<file path="src/hdl/qeciphy_defines.svh">
// QECIPHY link parameters.
// Training, timeout and buffer sizing shared by the PHY blocks.

`ifndef QECIPHY_DEFINES_SVH
`define QECIPHY_DEFINES_SVH

// Consecutive good control words needed to leave training.
`define QECIPHY_TRAIN_COUNT 8

// Cycles allowed in training before the link faults.
`define QECIPHY_TRAIN_TIMEOUT 256

// Cycles spent in fault before retraining.
`define QECIPHY_FAULT_HOLD 32

// Receive buffer entries.
`define QECIPHY_RX_DEPTH 4

// Link timer width, wide enough for the training timeout.
`define QECIPHY_TIMER_W 9

`endif

</file>
<file path="src/hdl/qeciphy_lane_pkg.sv">
// QECIPHY lane format.
// 66-bit lane word: 2-bit sync header and a 64-bit data or control payload.

package qeciphy_lane_pkg;

   // Sync header codes.
   // 00 and 11 are illegal on the lane.
   typedef logic [1:0] sync_t;

   localparam sync_t SYNC_DATA = 2'b01;
   localparam sync_t SYNC_CTRL = 2'b10;

   // Control word types.
   typedef enum logic [7:0] {
      CTRL_IDLE  = 8'h1e,
      CTRL_TRAIN = 8'h4b
   } ctrl_type_e;

   // Fixed marker carried by every control word.
   // A wrong marker means the word is not a valid control word.
   localparam logic [55:0] QECIPHY_CTRL_MARK = 56'h5a_c3_96_3c_a5_0f_e1;

   // Control payload layout.
   typedef struct packed {
      ctrl_type_e  ctype;
      logic [55:0] mark;
   } ctrl_word_t;

   // One payload, two readings.
   // Raw data under SYNC_DATA, control word under SYNC_CTRL.
   typedef union packed {
      logic [63:0] data;
      ctrl_word_t  ctrl;
   } payload_u;

   // Full lane word, header in the top two bits.
   typedef struct packed {
      sync_t    header;
      payload_u payload;
   } lane_word_t;

endpackage

</file>
<file path="src/hdl/qeciphy_status_pkg.sv">
// QECIPHY link status types.
// Link state, error codes and receive events for the link FSM.

package qeciphy_status_pkg;

   // Link state, also the external status code.
   typedef enum logic [3:0] {
      LINK_RESET = 4'd0,
      LINK_TRAIN = 4'd1,
      LINK_READY = 4'd2,
      LINK_FAULT = 4'd3
   } link_state_e;

   // Error code, holds the last fault until the link is ready again.
   typedef enum logic [3:0] {
      ERR_NONE          = 4'd0,
      ERR_TRAIN_TIMEOUT = 4'd1,
      ERR_BAD_HEADER    = 4'd2,
      ERR_RX_OVERFLOW   = 4'd3
   } ecode_e;

   // Per-cycle receive flags from the deframer.
   typedef struct packed {
      logic good_ctrl;
      logic bad_header;
      logic overflow;
   } rx_event_t;

endpackage

</file>
<file path="src/hdl/qeciphy_link_timer.sv">
// QECIPHY link timer.
// Saturating cycle counter, restarted by the link FSM on each state entry.

`timescale 1ns/1ps
`include "qeciphy_defines.svh"

module qeciphy_link_timer (
   input  logic                        i_aclk,
   input  logic                        i_rst,
   input  logic                        i_start,
   output logic [`QECIPHY_TIMER_W-1:0] o_count
);

   logic [`QECIPHY_TIMER_W-1:0] count_q;
   logic                        at_max;

   // Counter stops at all ones.
   assign at_max = (count_q == '1);

   always_ff @(posedge i_aclk) begin
      if (i_rst) begin
         count_q <= '0;
      end else if (i_start) begin
         // Start wins over saturation.
         count_q <= '0;
      end else if (!at_max) begin
         count_q <= count_q + 1'b1;
      end
   end

   assign o_count = count_q;

   // Once saturated, the count only leaves the maximum through a restart.
   a_no_wrap: assert property (@(posedge i_aclk) disable iff (i_rst)
      (at_max && !i_start) |=> (count_q == '1));

endmodule

</file>
<file path="src/hdl/qeciphy_link_fsm.sv">
// QECIPHY link FSM.
// Trains the link, watches for receive faults and holds the error code.

`timescale 1ns/1ps
`include "qeciphy_defines.svh"

module qeciphy_link_fsm (
   input  logic                                i_aclk,
   input  logic                                i_rst,
   input  qeciphy_status_pkg::rx_event_t       i_rx_event,
   input  logic [`QECIPHY_TIMER_W-1:0]         i_timer_count,
   output logic                                o_timer_start,
   output qeciphy_status_pkg::link_state_e     o_state,
   output qeciphy_status_pkg::ecode_e          o_ecode
);

   localparam int TW    = `QECIPHY_TIMER_W;
   localparam int RUN_W = $clog2(`QECIPHY_TRAIN_COUNT + 1);

   // Last cycle of training and of fault hold, counted from state entry.
   localparam logic [TW-1:0]    TRAIN_LAST = TW'(`QECIPHY_TRAIN_TIMEOUT - 1);
   localparam logic [TW-1:0]    HOLD_LAST  = TW'(`QECIPHY_FAULT_HOLD - 1);
   localparam logic [RUN_W-1:0] RUN_LAST   = RUN_W'(`QECIPHY_TRAIN_COUNT - 1);

   qeciphy_status_pkg::link_state_e state_q, state_d;
   qeciphy_status_pkg::ecode_e      ecode_q, ecode_d;
   logic [RUN_W-1:0]                run_q, run_d;

   always_comb begin
      state_d = state_q;
      ecode_d = ecode_q;
      run_d   = run_q;
      case (state_q)
         // Leave reset one cycle after it is released.
         qeciphy_status_pkg::LINK_RESET: begin
            state_d = qeciphy_status_pkg::LINK_TRAIN;
            run_d   = '0;
         end
         // Count consecutive good control words.
         // Any other word restarts the run.
         qeciphy_status_pkg::LINK_TRAIN: begin
            if (i_rx_event.good_ctrl) begin
               run_d = run_q + 1'b1;
            end else begin
               run_d = '0;
            end
            if (i_rx_event.good_ctrl && run_q == RUN_LAST) begin
               state_d = qeciphy_status_pkg::LINK_READY;
               ecode_d = qeciphy_status_pkg::ERR_NONE;
               run_d   = '0;
            end else if (i_timer_count >= TRAIN_LAST) begin
               state_d = qeciphy_status_pkg::LINK_FAULT;
               ecode_d = qeciphy_status_pkg::ERR_TRAIN_TIMEOUT;
            end
         end
         // Header errors take priority over overflow.
         qeciphy_status_pkg::LINK_READY: begin
            if (i_rx_event.bad_header) begin
               state_d = qeciphy_status_pkg::LINK_FAULT;
               ecode_d = qeciphy_status_pkg::ERR_BAD_HEADER;
            end else if (i_rx_event.overflow) begin
               state_d = qeciphy_status_pkg::LINK_FAULT;
               ecode_d = qeciphy_status_pkg::ERR_RX_OVERFLOW;
            end
         end
         // Hold, then retrain with the error code kept.
         qeciphy_status_pkg::LINK_FAULT: begin
            run_d = '0;
            if (i_timer_count >= HOLD_LAST) begin
               state_d = qeciphy_status_pkg::LINK_TRAIN;
            end
         end
         default: begin
            state_d = qeciphy_status_pkg::LINK_RESET;
         end
      endcase
   end

   always_ff @(posedge i_aclk) begin
      if (i_rst) begin
         state_q <= qeciphy_status_pkg::LINK_RESET;
         ecode_q <= qeciphy_status_pkg::ERR_NONE;
         run_q   <= '0;
      end else begin
         state_q <= state_d;
         ecode_q <= ecode_d;
         run_q   <= run_d;
      end
   end

   // Timer restarts on every state change.
   assign o_timer_start = (state_d != state_q);
   assign o_state       = state_q;
   assign o_ecode       = ecode_q;

   // Only the four link states are ever held.
   a_state_legal: assert property (@(posedge i_aclk) disable iff (i_rst)
      state_q inside {qeciphy_status_pkg::LINK_RESET, qeciphy_status_pkg::LINK_TRAIN,
                      qeciphy_status_pkg::LINK_READY, qeciphy_status_pkg::LINK_FAULT});

   // A ready link never reports an error.
   a_ready_clean: assert property (@(posedge i_aclk) disable iff (i_rst)
      (state_q == qeciphy_status_pkg::LINK_READY) |-> (ecode_q == qeciphy_status_pkg::ERR_NONE));

endmodule

</file>
<file path="src/hdl/qeciphy_tx_framer.sv">
// QECIPHY transmit framer.
// Turns stream words or link control into registered 66-bit lane words.

`timescale 1ns/1ps

module qeciphy_tx_framer (
   input  logic                            i_aclk,
   input  logic                            i_rst,
   input  qeciphy_status_pkg::link_state_e i_state,
   input  logic [63:0]                     i_tx_tdata,
   input  logic                            i_tx_tvalid,
   output logic                            o_tx_tready,
   output qeciphy_lane_pkg::lane_word_t    o_lane_tx
);

   qeciphy_lane_pkg::lane_word_t lane_d;
   logic                         tx_fire;

   // Data is accepted only on a trained link.
   assign o_tx_tready = (i_state == qeciphy_status_pkg::LINK_READY);
   assign tx_fire     = i_tx_tvalid && o_tx_tready;

   always_comb begin
      lane_d = '0;
      if (tx_fire) begin
         lane_d.header       = qeciphy_lane_pkg::SYNC_DATA;
         lane_d.payload.data = i_tx_tdata;
      end else begin
         // TRAIN words while training, IDLE in every other state.
         lane_d.header            = qeciphy_lane_pkg::SYNC_CTRL;
         lane_d.payload.ctrl.mark = qeciphy_lane_pkg::QECIPHY_CTRL_MARK;
         if (i_state == qeciphy_status_pkg::LINK_TRAIN) begin
            lane_d.payload.ctrl.ctype = qeciphy_lane_pkg::CTRL_TRAIN;
         end else begin
            lane_d.payload.ctrl.ctype = qeciphy_lane_pkg::CTRL_IDLE;
         end
      end
   end

   // All zeros in reset.
   // Header 00 is illegal, so a peer cannot train against a PHY held in reset.
   always_ff @(posedge i_aclk) begin
      if (i_rst) begin
         o_lane_tx <= '0;
      end else begin
         o_lane_tx <= lane_d;
      end
   end

   // A data header goes out only for a word accepted while ready.
   a_data_when_ready: assert property (@(posedge i_aclk) disable iff (i_rst)
      (o_lane_tx.header == qeciphy_lane_pkg::SYNC_DATA)
         |-> $past(i_state == qeciphy_status_pkg::LINK_READY));

endmodule

</file>
<file path="src/hdl/qeciphy_rx_deframer.sv">
// QECIPHY receive deframer.
// Checks lane headers and control markers, buffers data for the receive stream.

`timescale 1ns/1ps
`include "qeciphy_defines.svh"

module qeciphy_rx_deframer (
   input  logic                            i_aclk,
   input  logic                            i_rst,
   input  qeciphy_status_pkg::link_state_e i_state,
   input  qeciphy_lane_pkg::lane_word_t    i_lane_rx,
   output logic [63:0]                     o_rx_tdata,
   output logic                            o_rx_tvalid,
   input  logic                            i_rx_tready,
   output qeciphy_status_pkg::rx_event_t   o_rx_event
);

   localparam int DEPTH = `QECIPHY_RX_DEPTH;
   localparam int PTR_W = (DEPTH > 1) ? $clog2(DEPTH) : 1;
   localparam int CNT_W = $clog2(DEPTH + 1);

   qeciphy_lane_pkg::lane_word_t lane_q;
   logic [63:0]                  mem [DEPTH];
   logic [PTR_W-1:0]             wr_ptr_q;
   logic [PTR_W-1:0]             rd_ptr_q;
   logic [CNT_W-1:0]             count_q;
   logic                         is_ready;
   logic                         is_data;
   logic                         is_ctrl;
   logic                         room;
   logic                         push;
   logic                         pop;
   logic                         flush;

   // Lane input register, cleared to an illegal header.
   always_ff @(posedge i_aclk) begin
      if (i_rst) begin
         lane_q <= '0;
      end else begin
         lane_q <= i_lane_rx;
      end
   end

   // Header decode.
   assign is_ready = (i_state == qeciphy_status_pkg::LINK_READY);
   assign is_data  = (lane_q.header == qeciphy_lane_pkg::SYNC_DATA);
   assign is_ctrl  = (lane_q.header == qeciphy_lane_pkg::SYNC_CTRL);
   assign flush    = (i_state == qeciphy_status_pkg::LINK_FAULT);

   // A full buffer still takes a word if one leaves in the same cycle.
   assign pop  = o_rx_tvalid && i_rx_tready;
   assign room = (count_q != CNT_W'(DEPTH)) || pop;
   assign push = is_ready && is_data && room;

   // Events for the link FSM.
   always_comb begin
      o_rx_event.good_ctrl  = is_ctrl &&
                              (lane_q.payload.ctrl.mark == qeciphy_lane_pkg::QECIPHY_CTRL_MARK);
      o_rx_event.bad_header = is_ready && !is_data && !is_ctrl;
      // The overflowing word is dropped.
      o_rx_event.overflow   = is_ready && is_data && !room;
   end

   // Buffer storage.
   always_ff @(posedge i_aclk) begin
      if (push) begin
         mem[wr_ptr_q] <= lane_q.payload.data;
      end
   end

   // Pointers and fill count, emptied while the link is in fault.
   always_ff @(posedge i_aclk) begin
      if (i_rst) begin
         wr_ptr_q <= '0;
         rd_ptr_q <= '0;
         count_q  <= '0;
      end else if (flush) begin
         wr_ptr_q <= '0;
         rd_ptr_q <= '0;
         count_q  <= '0;
      end else begin
         if (push) begin
            wr_ptr_q <= (wr_ptr_q == PTR_W'(DEPTH - 1)) ? '0 : wr_ptr_q + 1'b1;
         end
         if (pop) begin
            rd_ptr_q <= (rd_ptr_q == PTR_W'(DEPTH - 1)) ? '0 : rd_ptr_q + 1'b1;
         end
         if (push && !pop) begin
            count_q <= count_q + 1'b1;
         end else if (pop && !push) begin
            count_q <= count_q - 1'b1;
         end
      end
   end

   // Head of buffer drives the stream.
   assign o_rx_tdata  = mem[rd_ptr_q];
   assign o_rx_tvalid = (count_q != '0);

   // Fill count stays within the buffer.
   a_count_bound: assert property (@(posedge i_aclk) disable iff (i_rst)
      count_q <= CNT_W'(DEPTH));

endmodule

</file>
<file path="src/hdl/qeciphy.sv">
// QECIPHY top level.
// Link FSM, timer, framer and deframer on one clock.

`timescale 1ns/1ps
`include "qeciphy_defines.svh"

module qeciphy (
   input  logic                            i_aclk,
   input  logic                            i_rst,
   input  logic [63:0]                     i_tx_tdata,
   input  logic                            i_tx_tvalid,
   output logic                            o_tx_tready,
   output logic [63:0]                     o_rx_tdata,
   output logic                            o_rx_tvalid,
   input  logic                            i_rx_tready,
   output qeciphy_lane_pkg::lane_word_t    o_lane_tx,
   input  qeciphy_lane_pkg::lane_word_t    i_lane_rx,
   output qeciphy_status_pkg::link_state_e o_status,
   output qeciphy_status_pkg::ecode_e      o_ecode
);

   logic                          timer_start;
   logic [`QECIPHY_TIMER_W-1:0]   timer_count;
   qeciphy_status_pkg::rx_event_t rx_event;

   qeciphy_link_timer u_link_timer (
      .i_aclk  (i_aclk),
      .i_rst   (i_rst),
      .i_start (timer_start),
      .o_count (timer_count)
   );

   // Status output doubles as the state bus to both data blocks.
   qeciphy_link_fsm u_link_fsm (
      .i_aclk        (i_aclk),
      .i_rst         (i_rst),
      .i_rx_event    (rx_event),
      .i_timer_count (timer_count),
      .o_timer_start (timer_start),
      .o_state       (o_status),
      .o_ecode       (o_ecode)
   );

   qeciphy_tx_framer u_tx_framer (
      .i_aclk      (i_aclk),
      .i_rst       (i_rst),
      .i_state     (o_status),
      .i_tx_tdata  (i_tx_tdata),
      .i_tx_tvalid (i_tx_tvalid),
      .o_tx_tready (o_tx_tready),
      .o_lane_tx   (o_lane_tx)
   );

   qeciphy_rx_deframer u_rx_deframer (
      .i_aclk      (i_aclk),
      .i_rst       (i_rst),
      .i_state     (o_status),
      .i_lane_rx   (i_lane_rx),
      .o_rx_tdata  (o_rx_tdata),
      .o_rx_tvalid (o_rx_tvalid),
      .i_rx_tready (i_rx_tready),
      .o_rx_event  (rx_event)
   );

endmodule

</file>
<file path="config.mk">
export PLATFORM = sky130hd
export DESIGN_NAME = qeciphy
export DESIGN_NICKNAME = d
export VERILOG_FILES = /design/src/hdl/qeciphy_lane_pkg.sv /design/src/hdl/qeciphy_status_pkg.sv /design/src/hdl/qeciphy_link_timer.sv /design/src/hdl/qeciphy_link_fsm.sv /design/src/hdl/qeciphy_tx_framer.sv /design/src/hdl/qeciphy_rx_deframer.sv /design/src/hdl/qeciphy.sv
export VERILOG_INCLUDE_DIRS = /design/src /design/src/hdl
export SDC_FILE = /design/constraint.sdc
export NUM_CORES = 1
export LEC_CHECK = 0
export BUFFER_PORTS_ARGS = -buffer_cell sky130_fd_sc_hd__buf_2
export CAP_MARGIN = 20
export CELL_PAD_IN_SITES_DETAIL_PLACEMENT = 1
export CELL_PAD_IN_SITES_GLOBAL_PLACEMENT = 1
export CORE_UTILIZATION = 40
export DETAILED_ROUTE_END_ITERATION = 7
export GPL_ROUTABILITY_DRIVEN = 0
export HOLD_SLACK_MARGIN = 0.1
export PLACE_DENSITY = 0.78
export REMOVE_ABC_BUFFERS = 1
export SYNTH_ARGS = -nofsm -noshare
export SYNTH_HDL_FRONTEND = slang
export SYNTH_SLANG_ARGS = --single-unit
</file>
<file path="constraint.sdc">
create_clock -name i_aclk -period 3.5 [get_ports i_aclk]
set_clock_uncertainty 0.05 [all_clocks]
set_input_delay 0.7 -clock i_aclk [delete_from_list [all_inputs] [get_ports i_aclk]]
set_output_delay 0.7 -clock i_aclk [all_outputs]
set_load 0.02 [all_outputs]
</file>
==> qor.csv, run 1 <==
stage,metric,value,unit
outcome,status,finished with violations,
outcome,violations,design-rule violations,
placement,portBuffers,271,
placement,hpwlAfterDp,23000,µm
cells_and_area,multi_input_area,3540,µm²
power,p_leak,0.00667,µW
clock_tree,numCtsBuffers,44,
global_route,grt_pass1_vias,8894,
clock_tree,clk-insertion-delay-late,0.58,ns
clock_tree,clk_path_buf_depth,3,
die,fp.dieH,193,µm
yosys,synth_area_per_cell,17.1,µm²
power,ir_worst_vdd,0.000357,V
cells_and_area,regArea,10900,µm²
die,io_pins,274,
drt,drc,30,
yosys,yosysUniqueCellTypes,52,
timing,max_freq,0.327,GHz
timing,whs,0.280,ns
drt,vias_per_cell,5.03,
power,clockPowerShare,39.1,%
clock_tree,cts_resized,0,
min_path,hold_path.class,input pin to flip-flop,
setup_path,critPathCaptureType,output port,
setup_path,reg2reg_from,u_link_fsm.o_state[1],
yosys,ys_seq_area_share,74.7,%
die,core_area,35700,µm²
power,power,11600,µW
timing,period_share,87.3,%
job,maxCapViolCount,0,
die,rows,69,
global_route,grt_overflow,0,
timing,drv_slew,0,
drt,dr_total_vias,8284,
clock_tree,cts.sinks,416,
cells_and_area,antenna_cells,0,
die,dieArea,37200,µm²
global_route,gr-usage-met2,32.8,%
die,die-width,193,µm
yosys,yosysWarnings,0,
yosys,ys_seq_elements,416,
die,start_util,40.8,%
clock_tree,htreeDepth,2,
clock_tree,clockRootBuffer,clkbuf_16,
power,seq_power_share,47.1,%
timing,period_needed,3.05,ns
global_route,grt_pass1_wl,51200,µm
drt,first_pass_iters,6,
clock_tree,clkTransAtPathRegs,0.06,ns
timing,finalSetupViolations,0,
yosys,netlist_instances,852,
drt,postRouteAntennaNets,0,
yosys,synth_edf_count,256,
drt,wl_per_cell,20.9,µm
clock_tree,postCtsSetupBuffers,0,
drt,wirelength,34400,µm
yosys,synthTopCellsByArea,"edfxtp_1, dfxtp_1, mux4_2, nor2b_1, nor2_1",
timing,rsz0062_at_grt,false,
yosys,ys_top_cells_by_count,"edfxtp_1, dfxtp_1, nor2_1",
timing,tightestPinTransition,0.665,ns
clock_tree,ctsHoldBuffers,0,
global_route,grtUsageMet3,5.09,%
yosys,synth-main-ff-cell,edfxtp_1,
timing,hold_violations,0,
timing,relSlewSlack,55.1,%
clock_tree,cts_tree,done,
global_route,grt_util_met1,22.3,%
timing,setup_tns,0,ns
cells_and_area,layout-drive-gt1-share,36.2,%
power,power_frac_comb,13.9,%
power,p_switching,2930,µW
setup_path,critical_path.max_fanout,22,
yosys,yosysTopAreaCell,edfxtp_1,
setup_path,cp_data_arrival_time,2.30,ns
power,swShare,25.2,%
cells_and_area,nFillCells,3512,
yosys,netlist_area,14600,µm²
yosys,synth_top_area_share,52.7,%
global_route,grt_max_degree,51,
yosys,async_flop_share,0,%
global_route,antenna_found_initial,0,
setup_path,startpoint_type,flip-flop,
global_route,grt_use_total,18.7,%
setup_path,crit_required,2.75,ns
power,power.density,647,nW/µm²
cells_and_area,area_delta_synth_final,23.4,%
yosys,yosysMostFrequentCell,edfxtp_1,
setup_path,criticalPathCategory,flip-flop to output port,
power,intPower,8720,µW
global_route,grt_busiest_layer,met2,
min_path,worstHoldStart,i_tx_tdata[24],
drt,drt_iter0_drc,441,
cells_and_area,finalNetCount,1295,
-- critical path, stage by stage, from the launching register on --
cell and delay (ns):
dfxtp_4 0.64, buf_4 0.34, mux4_2 0.57, buf_2 0.18
-- cell families (layout without fill, tap and decap cells) --
group | count (synthesis) | in the layout | share of synthesized area, %
and+or+nand+nor | 277 | 277 | 11.2
other | 1 | 4 | 0.0257
DFF | 416 | 416 | 74.7
muxes | 69 | 69 | 10.2
AOI/OAI and AO/OA | 27 | 27 | 1.12
buffers and inverters | 42 | 372 | 1.24
adders and majority gates | 11 | 11 | 0.995
xor gates and xnor gates | 9 | 9 | 0.540
-- final cells by class --
class	count	share of cell area, %
multi-input combinational	397	19.7
clock inverter	15	1.03
tap	461	3.21
inverter	5	0.104
timing repair buffer	286	8.59
clock buffer	66	6.80
sequential	416	60.6
-- sequential cells by signal, indices dropped and copies added (netlist names), named ones only --
signal,count
u_tx_framer.o_lane_tx,66
u_rx_deframer.rd_ptr_q,2
u_rx_deframer.mem,256
u_link_fsm.o_state,4
u_link_timer.o_count,9
u_rx_deframer.lane_q,66
u_link_fsm.run_q,4
u_rx_deframer.count_q,3
u_rx_deframer.wr_ptr_q,2
u_link_fsm.o_ecode,2
-- worst paths after layout --
check	end	slack [ns]	cells after the start
setup / recovery	o_rx_tdata[19]	0.45	3
setup reg to reg	u_rx_deframer.count_q[2]	0.84	9
hold / removal	u_tx_framer.o_lane_tx[24]	0.28	2
hold reg to reg	u_rx_deframer.mem[2][58]	0.43	0
-- through the flow --
step                util (%)  setup slack [ns]  instances  instance area (µm²)
floorplan                  -            -0.703        818                14400
global placement        46.4             0.954       1565                16600
detailed placement      46.4             0.861       1565                16600
CTS                     50.3             0.346       1646                18000
global route            50.3             0.277       1646                18000
finish                  50.3             0.445       1646                18000
-- power by group through the flow --
stage | clock network [µW] | logic (µW) | registers, µW
after global routing | 4850 | 1740 | 5510
after global placement | 0 | 1620 | 5590
after CTS | 4690 | 1650 | 5490
final | 4550 | 1610 | 5480
after detailed placement | 0 | 1640 | 5590
after floorplan | 0 | 972 | 5650
-- cells in the final DEF, fill, tap and decap left out, types with 5 or more instances in the layout --
cell type	netlist	final
ha_1	10	10
nand4_1	7	7
mux4_2	64	64
nand2_1	11	11
a21oi_1	12	12
clkbuf_16	0	44
buf_2	12	270
nand2b_1	5	5
nor2b_1	71	71
nand3_1	8	8
edfxtp_1	256	256
buf_12	0	6
clkinv_2	0	5
nor4b_1	5	5
clkbuf_1	21	18
buf_4	2	10
dfxtp_1	160	158
nor3_1	14	14
nor2_1	81	81
nor4bb_1	11	11
and2_1	32	32
xor2_1	5	5
-- layer usage --
layer	share of wire, %	vias up	wire [µm]
li1	-	3781	-
met1	41	4190	14100
met2	50	267	17400
met3	6.6	46	2280
met4	2.0	0	698
met5	0	-	0
Power figures use the tool's default switching activity.
==> run 2: changes to the inputs <==
--- a/config.mk
+++ b/config.mk
@@ -14,8 +14,9 @@
 export DETAILED_ROUTE_END_ITERATION = 7
 export GPL_ROUTABILITY_DRIVEN = 0
 export HOLD_SLACK_MARGIN = 0.1
-export PLACE_DENSITY = 0.78
+export PLACE_DENSITY = 0.81
 export REMOVE_ABC_BUFFERS = 1
+export SETUP_SLACK_MARGIN = 0.5
 export SYNTH_ARGS = -nofsm -noshare
 export SYNTH_HDL_FRONTEND = slang
 export SYNTH_SLANG_ARGS = --single-unit
==> constraint.sdc (replaced) <==
create_clock -name i_aclk -period 2.6 [get_ports i_aclk]
set_clock_uncertainty 0.05 [all_clocks]
set_input_delay 0.52 -clock i_aclk [delete_from_list [all_inputs] [get_ports i_aclk]]
set_output_delay 0.52 -clock i_aclk [all_outputs]
set_load 0.02 [all_outputs]
==> run 2 against run 1 <==
The run still ends with design-rule violations left. Core utilization grew 4.7 points. Final cell count grew 6.3%. Critical path depth grew 1. Register-to-register slack lost 0.48 ns. Global-route usage grew 2.3 points. Via count grew 7.0%. Clock-buffer cell count shrank 4. Sequential share of layout area shrank 5.1 points.
==> qor.csv, run 2 (synthesis gave the netlist of run 1 again) <==
stage,metric,value,unit,change
outcome,status,finished with violations,,
outcome,violations,design-rule violations,,
cells_and_area,largest_reg_flops,256,,unchanged
global_route,antenna_found_initial,3,,+3
cells_and_area,layout-drive-gt1-share,39.9,%,+3.7 points
placement,place_worst_setup_slack,0.175,ns,-0.686 ns
power,clockPowerShare,36.7,%,-2.4 points
power,ir_worst_vdd,0.000484,V,+36%
cells_and_area,top_register,u_rx_deframer.mem,,
min_path,worstHoldStart,i_lane_rx[5],,
setup_path,r2r_slack,0.36,ns,-0.48 ns
clock_tree,clk-insertion-delay-late,0.59,ns,about the same
power,seq_power_share,43.7,%,-3.4 points
die,dieArea,37200,µm²,unchanged
setup_path,criticalPathCategory,flip-flop to output port,,
clock_tree,clockRootBuffer,clkbuf_16,,
drt,drt_iter0_drc,595,,+35%
setup_path,cp_data_arrival_time,1.98,ns,-0.32 ns
setup_path,r2r_end,u_rx_deframer.count_q[2],,
power,power.density,847,nW/µm²,+31%
timing,max_freq,0.393,GHz,
setup_path,crit_end,o_rx_tdata[8],,
clock_tree,htreeDepth,2,,unchanged
clock_tree,clkTransAtPathRegs,0.06,ns,about the same
timing,period_share,98.0,%,
die,rows,69,,unchanged
die,io_pins,274,,unchanged
timing,hold_violations,0,,unchanged
power,intPower,12400,µW,+42%
power,power_frac_comb,19.5,%,+5.6 points
setup_path,crit_required,2.03,ns,-0.72 ns
cells_and_area,area_delta_synth_final,34.9,%,
clock_tree,cts.sinks,416,,unchanged
drt,vias_per_cell,5.07,,+0.64%
timing,tightestPinTransition,0.688,ns,+0.0228 ns
cells_and_area,largestRegisters,"u_rx_deframer.mem: 256 flops, u_rx_deframer.lane_q: 66 flops, u_tx_framer.o_lane_tx: 66 flops",,
drt,wirelength,40200,µm,+17%
placement,portBuffers,271,,unchanged
die,die-width,193,µm,unchanged
setup_path,critPathCaptureType,output port,,
drt,drc,28,,-6.7%
global_route,grt_max_degree,88,,+73%
timing,drv_slew,0,,unchanged
drt,wl_per_cell,23.0,µm,+9.9%
clock_tree,cts_tree,done,,
global_route,grt_pass1_vias,9631,,+8.3%
timing,rsz0062_at_grt,true,,
global_route,grt_pass1_wl,56900,µm,+11%
die,start_util,40.8,%,unchanged
setup_path,critical_path.max_fanout,9,,-59%
power,p_switching,4290,µW,+46%
timing,finalSetupViolations,0,,unchanged
cells_and_area,postLayoutCoreUtil,55.0,%,+4.7 points
timing,setup_ws,0.0532,ns,-0.392 ns
setup_path,reg2reg_from,u_link_fsm.o_state[0],,
drt,dr_total_vias,8864,,+7.0%
global_route,grt_use_total,21.0,%,+2.3 points
min_path,hold_path.class,input pin to flip-flop,,
timing,relSlewSlack,54.1,%,-0.92 points
die,core_area,35700,µm²,unchanged
setup_path,r2r_cells,9,,unchanged
power,p_leak,0.00737,µW,+11%
global_route,grt_overflow,0,,unchanged
drt,postRouteAntennaNets,0,,unchanged
cells_and_area,mostFrequentLayoutCell,edfxtp_1,,
cells_and_area,finalNetCount,1399,,+8.0%
drt,first_pass_iters,6,,unchanged
cells_and_area,final_cell_mix,"edfxtp_1, buf_2, dfxtp_1, nor2_1, nor2b_1",,
die,fp.dieH,193,µm,unchanged
setup_path,startpoint_type,flip-flop,,
job,maxCapViolCount,0,,unchanged
clock_tree,numCtsBuffers,44,,unchanged
timing,setup_tns,0,ns,unchanged
power,swShare,25.7,%,+0.58 points
placement,hpwlAfterDp,23300,µm,+1.2%
timing,period_needed,2.55,ns,
clock_tree,clk_path_buf_depth,3,,unchanged
-- run 2: cell types whose count changed in the layout (fill, tap and decap cells not counted), moves of 5 or more --
cell           previous run  this run
clkbuf_1                 18         9
dlygate4sd3_1             0        63
nor4bb_2                  0         5
dfxtp_1                 158       147
buf_2                   270       215
buf_6                     0        54
buf_4                    10        35
nor4bb_1                 11         5
dfxtp_2                   0         8
-- run 2: worst max-delay path, cell delays in order (launching register included) --
cell and delay (ns):
dfxtp_4 0.38, buf_12 0.15, buf_16 0.16, mux4_2 0.53
buf_2 0.18
-- run 2: final cells by class --
class / count / area [µm²]
Sequential cell: 416 / 10900
Timing Repair Buffer: 385 / 2970
Antenna cell: 1 / 2.50
Fill cell: 3384 / 16100
Multi-Input combinational cell: 402 / 3770
Inverter: 5 / 18.8
Tap cell: 461 / 577
Clock buffer: 62 / 1280
Clock inverter: 18 / 136
-- run 2: what timing repair did --
item,CTS,global route
pin swaps,10,9
endpoints found under the setup margin,152,169
hold buffers,63,0
buffers inserted,18,3
endpoints found under the hold margin,63,0
gates resized for setup,74,107
gates cloned,3,5
-- run 2: worst min-delay path by stage --
| stage | slack, ns | depth (start not counted) | end |
|---|---|---|---|
| floorplan | 0.39 | 0 | u_rx_deframer.mem[0][56] |
| global placement | 0.41 | 0 | u_rx_deframer.mem[2][59] |
| detailed placement | 0.42 | 0 | u_rx_deframer.mem[2][58] |
| CTS | 0.10 | 2 | u_rx_deframer.lane_q[32] |
| global route | 0.11 | 2 | u_tx_framer.o_lane_tx[30] |
| finish | 0.12 | 2 | u_rx_deframer.lane_q[5] |
-- run 2: layer usage --
layer | up-vias | track usage, % | wire length (µm)
met2 | 287 | 37.3 | 21300
met5 | - | 0 | 9
met1 | 4519 | 24.9 | 15500
met3 | 50 | 4.89 | 2590
li1 | 4006 | - | -
met4 | 2 | 7.18 | 786
-- run 2: power by group through the flow --
stage | Clock [µW] | Combinational, µW | Sequential, µW
after floorplan | 0 | 1310 | 7610
after global placement | 0 | 2310 | 7460
after detailed placement | 0 | 2340 | 7480
after CTS | 6230 | 2900 | 7270
after global routing | 6490 | 3440 | 7300
final | 6120 | 3250 | 7280
-- run 2: stage by stage --
step | total power, µW | hold slack (ns) | instance area, µm² | instances
after global routing | 17200 | 0.114 | 19700 | 1749
after floorplan | 8920 | 0.388 | 14400 | 818
after global placement | 9780 | 0.415 | 16700 | 1577
after detailed placement | 9820 | 0.419 | 16700 | 1577
final | 16700 | 0.120 | 19700 | 1750
after CTS | 16400 | 0.100 | 19200 | 1741
